[src/hw/eth_rx_pkg.sv]
// ethernet receive framer shared constants, FSM state and stream records
package eth_rx_pkg;

    // framing bytes
    localparam logic [7:0] eth_pre = 8'h55;
    localparam logic [7:0] eth_sfd = 8'hd5;

    // CRC-32, normal form; the datapath walks it LSB first
    localparam logic [31:0] crc_poly    = 32'h04c11db7;
    localparam logic [31:0] crc_residue = ~32'h2144df1c;

    localparam int delay_depth = 5;
    localparam int len_w       = 16;
    localparam int hdr_w       = 4;

    localparam logic [len_w-1:0] default_max_len = 16'd1518;

    typedef struct packed {
        logic [7:0] data;
        logic       dv;
        logic       er;
    } gmii_beat_t;

    // user marks a bad frame, valid on the last beat only
    typedef struct packed {
        logic [7:0] data;
        logic       valid;
        logic       last;
        logic       user;
    } rx_stream_t;

    typedef struct packed {
        logic [len_w-1:0] pkt_len;
        logic             rx_byte;
        logic             ucast;
        logic             mcast;
        logic             bcast;
        logic             good;
        logic             bad;
        logic             err_oversize;
        logic             err_bad_fcs;
        logic             err_framing;
    } rx_stat_t;

    typedef enum logic [1:0] {
        idle,
        pipe,
        payload
    } framer_state_t;

endpackage

[src/hw/eth_addr_classify.sv]
// destination address classifier for unicast, multicast and broadcast frames
`timescale 1ns/1ps

module eth_addr_classify (
    input  logic       clk,
    input  logic       reset_crc,
    input  logic [7:0] hdr_byte,
    input  logic       hdr_restart,
    input  logic       hdr_advance,
    output logic       is_mcast,
    output logic       is_bcast
);
    import eth_rx_pkg::*;

    logic [hdr_w-1:0] hdr_ptr;

    always_ff @(posedge clk) begin
        if (reset_crc || hdr_restart) begin
            hdr_ptr  <= '0;
            is_mcast <= 1'b0;
            is_bcast <= 1'b0;
        end else if (hdr_advance) begin
            if (!(&hdr_ptr)) begin
                hdr_ptr <= hdr_ptr + 1'b1;
            end
            if (hdr_ptr == '0) begin
                // group bit is the first bit on the wire
                is_mcast <= hdr_byte[0];
                is_bcast <= (hdr_byte == 8'hff);
            end else if (hdr_ptr <= hdr_w'(5)) begin
                // rest of the destination address
                is_bcast <= is_bcast && (hdr_byte == 8'hff);
            end
        end
    end

endmodule

[src/hw/eth_crc32.sv]
// running ethernet CRC-32 over received bytes with residue check
`timescale 1ns/1ps

module eth_crc32 (
    input  logic       clk,
    input  logic       reset_crc,
    input  logic [7:0] data,
    input  logic       crc_restart,
    input  logic       crc_update,
    output logic       crc_ok
);
    import eth_rx_pkg::*;

    logic [31:0] crc_q;
    logic [31:0] crc_next;
    logic [31:0] poly_rev;

    // reflected polynomial, data enters LSB first
    always_comb begin
        for (int i = 0; i < 32; i++) begin
            poly_rev[i] = crc_poly[31-i];
        end
    end

    // one byte, one bit per step
    always_comb begin
        crc_next = crc_q;
        for (int b = 0; b < 8; b++) begin
            if (crc_next[0] ^ data[b]) begin
                crc_next = (crc_next >> 1) ^ poly_rev;
            end else begin
                crc_next = crc_next >> 1;
            end
        end
    end

    always_ff @(posedge clk) begin
        if (reset_crc || crc_restart) begin
            crc_q <= '1;
        end else if (crc_update) begin
            crc_q <= crc_next;
        end
    end

    // register plus current byte, FCS included, lands on the residue
    assign crc_ok = (crc_next == crc_residue);

endmodule

[src/hw/eth_rx_framer.sv]
// receive framing FSM with length tracking, output stream and end-of-frame stats
`timescale 1ns/1ps

module eth_rx_framer (
    input  logic                         clk,
    input  logic                         reset_crc,
    input  eth_rx_pkg::gmii_beat_t       gmii_now,
    input  eth_rx_pkg::gmii_beat_t       stage0,
    input  eth_rx_pkg::gmii_beat_t       stage4,
    input  logic                         crc_ok,
    input  logic                         is_mcast,
    input  logic                         is_bcast,
    input  logic [eth_rx_pkg::len_w-1:0] cfg_max_len,
    input  logic                         cfg_enable,
    output logic                         crc_restart,
    output logic                         crc_update,
    output logic                         hdr_restart,
    output logic                         hdr_advance,
    output eth_rx_pkg::rx_stream_t       rx_out,
    output eth_rx_pkg::rx_stat_t         rx_stat
);
    import eth_rx_pkg::*;

    framer_state_t    state_q, state_d;
    logic             in_pre_q, in_pre_d;
    logic             frame_err_q, frame_err_d;
    logic [len_w-1:0] frame_len_q, frame_len_d;
    logic [len_w-1:0] len_lim_q, len_lim_d;
    logic             frame_end;
    logic             fail;
    rx_stream_t       out_d;
    rx_stat_t         stat_d;

    assign hdr_restart = (state_q != payload);
    assign hdr_advance = (state_q == payload);
    assign frame_end   = (state_q == payload) && !gmii_now.dv;
    assign fail        = frame_err_q || !crc_ok || (len_lim_q == '0);

    always_comb begin
        state_d     = state_q;
        in_pre_d    = in_pre_q;
        frame_err_d = frame_err_q;
        frame_len_d = frame_len_q;
        len_lim_d   = len_lim_q;
        crc_restart = 1'b0;
        crc_update  = 1'b0;
        out_d       = '0;
        stat_d      = '0;

        // saturating length and remaining-length counters
        if (!(&frame_len_q)) begin
            frame_len_d = frame_len_q + 1'b1;
        end
        if (len_lim_q != '0) begin
            len_lim_d = len_lim_q - 1'b1;
        end

        case (state_q)
            idle: begin
                crc_restart = 1'b1;
                frame_err_d = 1'b0;
                frame_len_d = len_w'(1);
                len_lim_d   = cfg_max_len;
                if (!stage0.dv) begin
                    in_pre_d = 1'b0;
                end else if (stage0.er) begin
                    in_pre_d = 1'b0;
                    stat_d.err_framing = 1'b1;
                end else if (stage0.data == eth_pre) begin
                    in_pre_d = 1'b1;
                end else if (stage0.data == eth_sfd) begin
                    in_pre_d = 1'b0;
                    if (in_pre_q && cfg_enable) begin
                        stat_d.rx_byte = 1'b1;
                        // first byte after the SFD is already on the live input
                        frame_err_d = gmii_now.dv && gmii_now.er;
                        state_d = pipe;
                    end
                end else begin
                    in_pre_d = 1'b0;
                end
            end
            pipe: begin
                // wait for the SFD to reach the end of the delay line
                crc_update = 1'b1;
                stat_d.rx_byte = stage0.dv;
                if (gmii_now.dv && gmii_now.er) begin
                    frame_err_d = 1'b1;
                end
                if (stage4.dv && !stage4.er && stage4.data == eth_sfd) begin
                    state_d = payload;
                end
            end
            payload: begin
                out_d.data  = stage4.data;
                out_d.valid = 1'b1;
                stat_d.rx_byte = stage0.dv;
                if (gmii_now.dv && gmii_now.er) begin
                    frame_err_d = 1'b1;
                end
                if (frame_end) begin
                    crc_restart = 1'b1;
                    out_d.last  = 1'b1;
                    out_d.user  = fail;
                    stat_d.pkt_len      = frame_len_q;
                    stat_d.ucast        = !is_mcast;
                    stat_d.mcast        = is_mcast && !is_bcast;
                    stat_d.bcast        = is_bcast;
                    stat_d.good         = !fail;
                    stat_d.bad          = fail;
                    stat_d.err_oversize = (len_lim_q == '0);
                    stat_d.err_bad_fcs  = !frame_err_q && !crc_ok;
                    stat_d.err_framing  = frame_err_q;
                    state_d = idle;
                end else begin
                    crc_update = 1'b1;
                end
            end
            default: state_d = idle;
        endcase
    end

    always_ff @(posedge clk) begin
        state_q     <= state_d;
        in_pre_q    <= in_pre_d;
        frame_err_q <= frame_err_d;
        frame_len_q <= frame_len_d;
        len_lim_q   <= len_lim_d;
        rx_out      <= out_d;
        rx_stat     <= stat_d;
        if (reset_crc) begin
            state_q      <= idle;
            in_pre_q     <= 1'b0;
            frame_err_q  <= 1'b0;
            rx_out.valid <= 1'b0;
            rx_out.last  <= 1'b0;
            rx_out.user  <= 1'b0;
            rx_stat      <= '0;
        end
    end

    idle_no_beat: assert property (
        @(posedge clk) disable iff (reset_crc)
        state_q == idle |=> !rx_out.valid
    );

    last_is_beat: assert property (
        @(posedge clk) disable iff (reset_crc)
        rx_out.last |-> rx_out.valid && (rx_stat.good || rx_stat.bad)
    );

    good_xor_bad: assert property (
        @(posedge clk) disable iff (reset_crc)
        !(rx_stat.good && rx_stat.bad)
    );

endmodule

[src/hw/gmii_rx_delay.sv]
// GMII delay line, holds back the last four bytes so the FCS never reaches the output
`timescale 1ns/1ps

module gmii_rx_delay (
    input  logic                   clk,
    input  logic                   reset_crc,
    input  eth_rx_pkg::gmii_beat_t gmii_in,
    output eth_rx_pkg::gmii_beat_t stage0,
    output eth_rx_pkg::gmii_beat_t stage4
);
    import eth_rx_pkg::*;

    gmii_beat_t beat_q [delay_depth];

    always_ff @(posedge clk) begin
        beat_q[0] <= gmii_in;
        for (int i = 1; i < delay_depth; i++) begin
            beat_q[i] <= beat_q[i-1];
        end
        if (reset_crc) begin
            for (int i = 0; i < delay_depth; i++) begin
                beat_q[i].dv <= 1'b0;
            end
        end
    end

    assign stage0 = beat_q[0];
    assign stage4 = beat_q[delay_depth-1];

    // receive error is only expected inside a data burst
    er_needs_dv: assert property (
        @(posedge clk) disable iff (reset_crc)
        stage0.er |-> stage0.dv
    );

endmodule

[src/hw/gmii_rx_top.sv]
// gigabit ethernet receive framer top, GMII bytes in and checked frame stream out
`timescale 1ns/1ps

// cfg_max_len is normally eth_rx_pkg::default_max_len (1518)
module gmii_rx_top (
    input  logic                         clk,
    input  logic                         reset_crc,
    input  eth_rx_pkg::gmii_beat_t       gmii_in,
    input  logic [eth_rx_pkg::len_w-1:0] cfg_max_len,
    input  logic                         cfg_enable,
    output eth_rx_pkg::rx_stream_t       rx_out,
    output eth_rx_pkg::rx_stat_t         rx_stat
);
    import eth_rx_pkg::*;

    gmii_beat_t stage0;
    gmii_beat_t stage4;
    logic       crc_restart;
    logic       crc_update;
    logic       crc_ok;
    logic       hdr_restart;
    logic       hdr_advance;
    logic       is_mcast;
    logic       is_bcast;

    gmii_rx_delay u_delay (
        .clk       (clk),
        .reset_crc (reset_crc),
        .gmii_in   (gmii_in),
        .stage0    (stage0),
        .stage4    (stage4)
    );

    eth_crc32 u_crc (
        .clk         (clk),
        .reset_crc   (reset_crc),
        .data        (stage0.data),
        .crc_restart (crc_restart),
        .crc_update  (crc_update),
        .crc_ok      (crc_ok)
    );

    eth_addr_classify u_classify (
        .clk         (clk),
        .reset_crc   (reset_crc),
        .hdr_byte    (stage4.data),
        .hdr_restart (hdr_restart),
        .hdr_advance (hdr_advance),
        .is_mcast    (is_mcast),
        .is_bcast    (is_bcast)
    );

    eth_rx_framer u_framer (
        .clk         (clk),
        .reset_crc   (reset_crc),
        .gmii_now    (gmii_in),
        .stage0      (stage0),
        .stage4      (stage4),
        .crc_ok      (crc_ok),
        .is_mcast    (is_mcast),
        .is_bcast    (is_bcast),
        .cfg_max_len (cfg_max_len),
        .cfg_enable  (cfg_enable),
        .crc_restart (crc_restart),
        .crc_update  (crc_update),
        .hdr_restart (hdr_restart),
        .hdr_advance (hdr_advance),
        .rx_out      (rx_out),
        .rx_stat     (rx_stat)
    );

endmodule

[config.mk]
export PLATFORM = sky130hd
export DESIGN_NAME = gmii_rx_top
export DESIGN_NICKNAME = d
export VERILOG_FILES = /design/src/hw/eth_rx_pkg.sv /design/src/hw/eth_addr_classify.sv /design/src/hw/eth_crc32.sv /design/src/hw/eth_rx_framer.sv /design/src/hw/gmii_rx_delay.sv /design/src/hw/gmii_rx_top.sv
export SDC_FILE = /design/constraint.sdc
export NUM_CORES = 1
export LEC_CHECK = 0
export ABC_AREA = 1
export BUFFER_PORTS_ARGS = -buffer_cell sky130_fd_sc_hd__buf_2
export CORE_MARGIN = 5
export CORE_UTILIZATION = 55
export DETAILED_ROUTE_END_ITERATION = 10
export MAX_ROUTING_LAYER = met4
export PLACE_DENSITY = 0.75
export SYNTH_ARGS = -nofsm -noshare
export SYNTH_HDL_FRONTEND = slang
export SYNTH_SLANG_ARGS = --single-unit
[constraint.sdc]
create_clock -name clk -period 3.9 [get_ports clk]
set_input_delay 0.585 -clock clk [delete_from_list [all_inputs] [get_ports clk]]
set_output_delay 0.585 -clock clk [all_outputs]
set_load 0.01 [all_outputs]
==> flow_summary.json <==
{
  "wirelength_um": 15200,
  "regArea_um2": 3340,
  "dieArea_um2": 14800,
  "hp-class": "input pin to register",
  "vdd_drop_max_mv": 0.256,
  "syn_nets": 929,
  "slowest_stage": "nand2_1",
  "slew_headroom_pct": 46.2,
  "vias": 5774,
  "cts_setup_buffers": 0,
  "critPathTopFamily": "buffers and inverters",
  "drv_cap": 0,
  "power_density_nw_per_um2": 564,
  "postRouteAntennaNets": 0,
  "syn_area_per_cell_um2": 7.71,
  "slew_viol_final": 0,
  "worstHoldPathCells": 1,
  "worst_slew_pin_slew_ps": 806,
  "gp_congestion": 0.925,
  "placementRows": 40,
  "tns_ps": 0,
  "critPathBufInv": 3,
  "cpPeakStageDelay_ps": 610,
  "grt_start_max_net_pins": 43,
  "core_um2": 12100,
  "min-delay-start": "gmii_in[5]",
  "worst_setup_path_end_kind": "register",
  "cts_hold_buf": 0,
  "drive_gt1_share_pct": 16.5,
  "grt_usage_pct": 22.6,
  "post-route-min-period_ps": 2590,
  "syn-cell-area_um2": 6860,
  "route.detailed.drc": 0,
  "leakagePower_nw": 3.92,
  "crit_type": "register to register",
  "start_util_pct": 56.6,
  "portBuffers": 64,
  "final_common_cell": "nand2_1",
  "finalNetCount": 995,
  "syn_inst": 889,
  "die-width_um": 122,
  "rsz0062_at_grt": "false",
  "diodes": 0,
  "vias_per_cell": 5.08,
  "netlist.area_leader.share_pct": 41.7,
  "worst_path_most_repeated_cell": "inv_1",
  "final_cell_mix": "nand2_1, dfxtp_1, inv_1, nor2_1, buf_2",
  "worstPathMaxFanout": 34,
  "ys_ff_latch": 159,
  "ys.warnings.count": 0,
  "die_h_um": 122,
  "post_cts_resized": 0,
  "wl_per_cell_um": 13.4,
  "overflow": 0,
  "areaGrowthSynthToFinish_pct": 15.8,
  "drtIter0Drc": 406,
  "grt_pass1_wl_um": 25700,
  "grt_pass1_vias": 5479,
  "h-tree-depth": 4,
  "synth.largest_area_cell": "dfxtp_1",
  "cp_data_arrival_time_ps": 2610,
  "n_fill_cell": 1036,
  "critPathLaunchType": "register",
  "status": "finished, final reports clean",
  "r2r_slack_ps": 1310,
  "cp-startpoint": "u_framer.state_q[0]",
  "yosysUniqueCellTypes": 37,
  "pin_count": 65,
  "first_pass_iters": 5,
  "cts_sinks": 159,
  "async_flop_share_pct": 0,
  "r2r.worst_path.cells": 5,
  "post-route-period-util_pct": 66.5,
  "crit_path_cell_trace": "inv_1 > ha_1 > buf_4 > inv_1 > nand2_1",
  "min_to": "u_delay.beat_q[0][5]",
  "synth_edf_count": 16,
  "root_buffer": "clkbuf_16",
  "postSynth.topFlopCell": "dfxtp_1",
  "r2r-start": "u_framer.state_q[0]",
  "ys_seq_area_share_pct": 48.8,
  "path_clk_slew_ps": 70,
  "p_total_mw": 4.48,
  "cts_buffer_depth": 2,
  "post-dp-hpwl_um": 10600,
  "multi_input_area_um2": 3020,
  "r2r-end": "u_framer.len_lim_q[10]",
  "cts_buffers": 17,
  "worstSkewPairLatency_ps": 430,
  "cts_tree": "built",
  "setup_violations": 0,
  "fin_skew_ps": 7.67,
  "hold_viol_final": 0,
  "antenna_found_initial": 0,
  "fmax_ghz": 0.386,
  "ys_top_cells_by_area": "dfxtp_1, nand2_1, edfxtp_1",
  "required_ps": 3910
}
[cells in the mapped netlist, types with 6 or more instances]
| cell | count |
|---|---|
| a21oi_1 | 22 |
| a31oi_1 | 10 |
| clkbuf_1 | 19 |
| dfxtp_1 | 143 |
| edfxtp_1 | 16 |
| ha_1 | 11 |
| inv_1 | 98 |
| inv_2 | 10 |
| nand2_1 | 265 |
| nand2_2 | 25 |
| nand2_4 | 8 |
| nand3_1 | 57 |
| nand4_1 | 6 |
| nor2_1 | 77 |
| nor3_1 | 11 |
| o211ai_1 | 28 |
| o21ai_0 | 23 |
| xor2_1 | 20 |
[cell type report]
class                   instances  share of cell area (%)
flip-flops and latches        159                    42.1
clock inverters                13                    1.83
clock buffers                  19                    5.71
multi-input cells             599                    38.0
well taps                     168                    2.65
inverters                     111                    5.34
repair buffers                 67                    4.32
[per-stage QoR]
stage	instances	hold slack (ps)	setup WS (ps)	util, %	instance area (um^2)
after global placement	1104	310	1400	60.6	7340
after global routing	1136	232	949	65.5	7940
final	1136	249	1310	65.5	7940
after floorplan	889	310	1720	-	6860
after detailed placement	1104	312	1280	60.6	7340
after CTS	1136	234	1280	65.5	7940
[sequential cells by signal, indices dropped and copies added (netlist names)]
signal	cells
u_framer.frame_err_q	1
u_framer.rx_stat	24
u_framer.len_lim_q	16
u_framer.frame_len_q	16
u_classify.hdr_ptr	4
u_framer.in_pre_q	1
u_delay.beat_q	50
u_classify.is_mcast	1
u_framer.state_q	2
u_framer.rx_out	11
u_crc.crc_q	32
u_classify.is_bcast	1
[routing by layer]
| layer | wire length [um] | vias up | track usage [%] | share of wire, % |
|---|---|---|---|---|
| li1 | - | 2970 | - | - |
| met1 | 6730 | 2589 | 27.7 | 44 |
| met2 | 7170 | 179 | 35.9 | 47 |
| met3 | 908 | 36 | 5.48 | 6.0 |
| met4 | 437 | 0 | 9.10 | 2.9 |
| met5 | 0 | - | - | 0 |
[where the power goes]
group	internal [mW]	total, mW	switching, mW	leakage, nW
Combinational	0.280	0.877	0.597	2.28
Sequential	1.85	1.95	0.107	1.34
Clock	0.938	1.65	0.712	0.293
[worst max path at each step]
| stage | endpoint | slack [ps] | cells after the start |
|---|---|---|---|
| CTS | u_framer.len_lim_q[4] | 1280 | 5 |
| floorplan | u_framer.len_lim_q[0] | 1720 | 11 |
| detailed placement | u_framer.len_lim_q[5] | 1280 | 5 |
| global placement | u_framer.len_lim_q[4] | 1400 | 5 |
| finish | u_framer.len_lim_q[10] | 1310 | 5 |
| global route | u_framer.len_lim_q[10] | 950 | 11 |
[cells by family after synthesis]
logic type / Yosys count / share of synthesized area (%)
DFF: 159 / 48.8
adders and majority gates: 11 / 2.01
and+or+nand+nor: 471 / 30.6
buffers and inverters: 131 / 7.33
xor gates and xnor gates: 23 / 2.94
AOI/OAI and AO/OA: 94 / 8.37
Power figures use the tool's default switching activity.
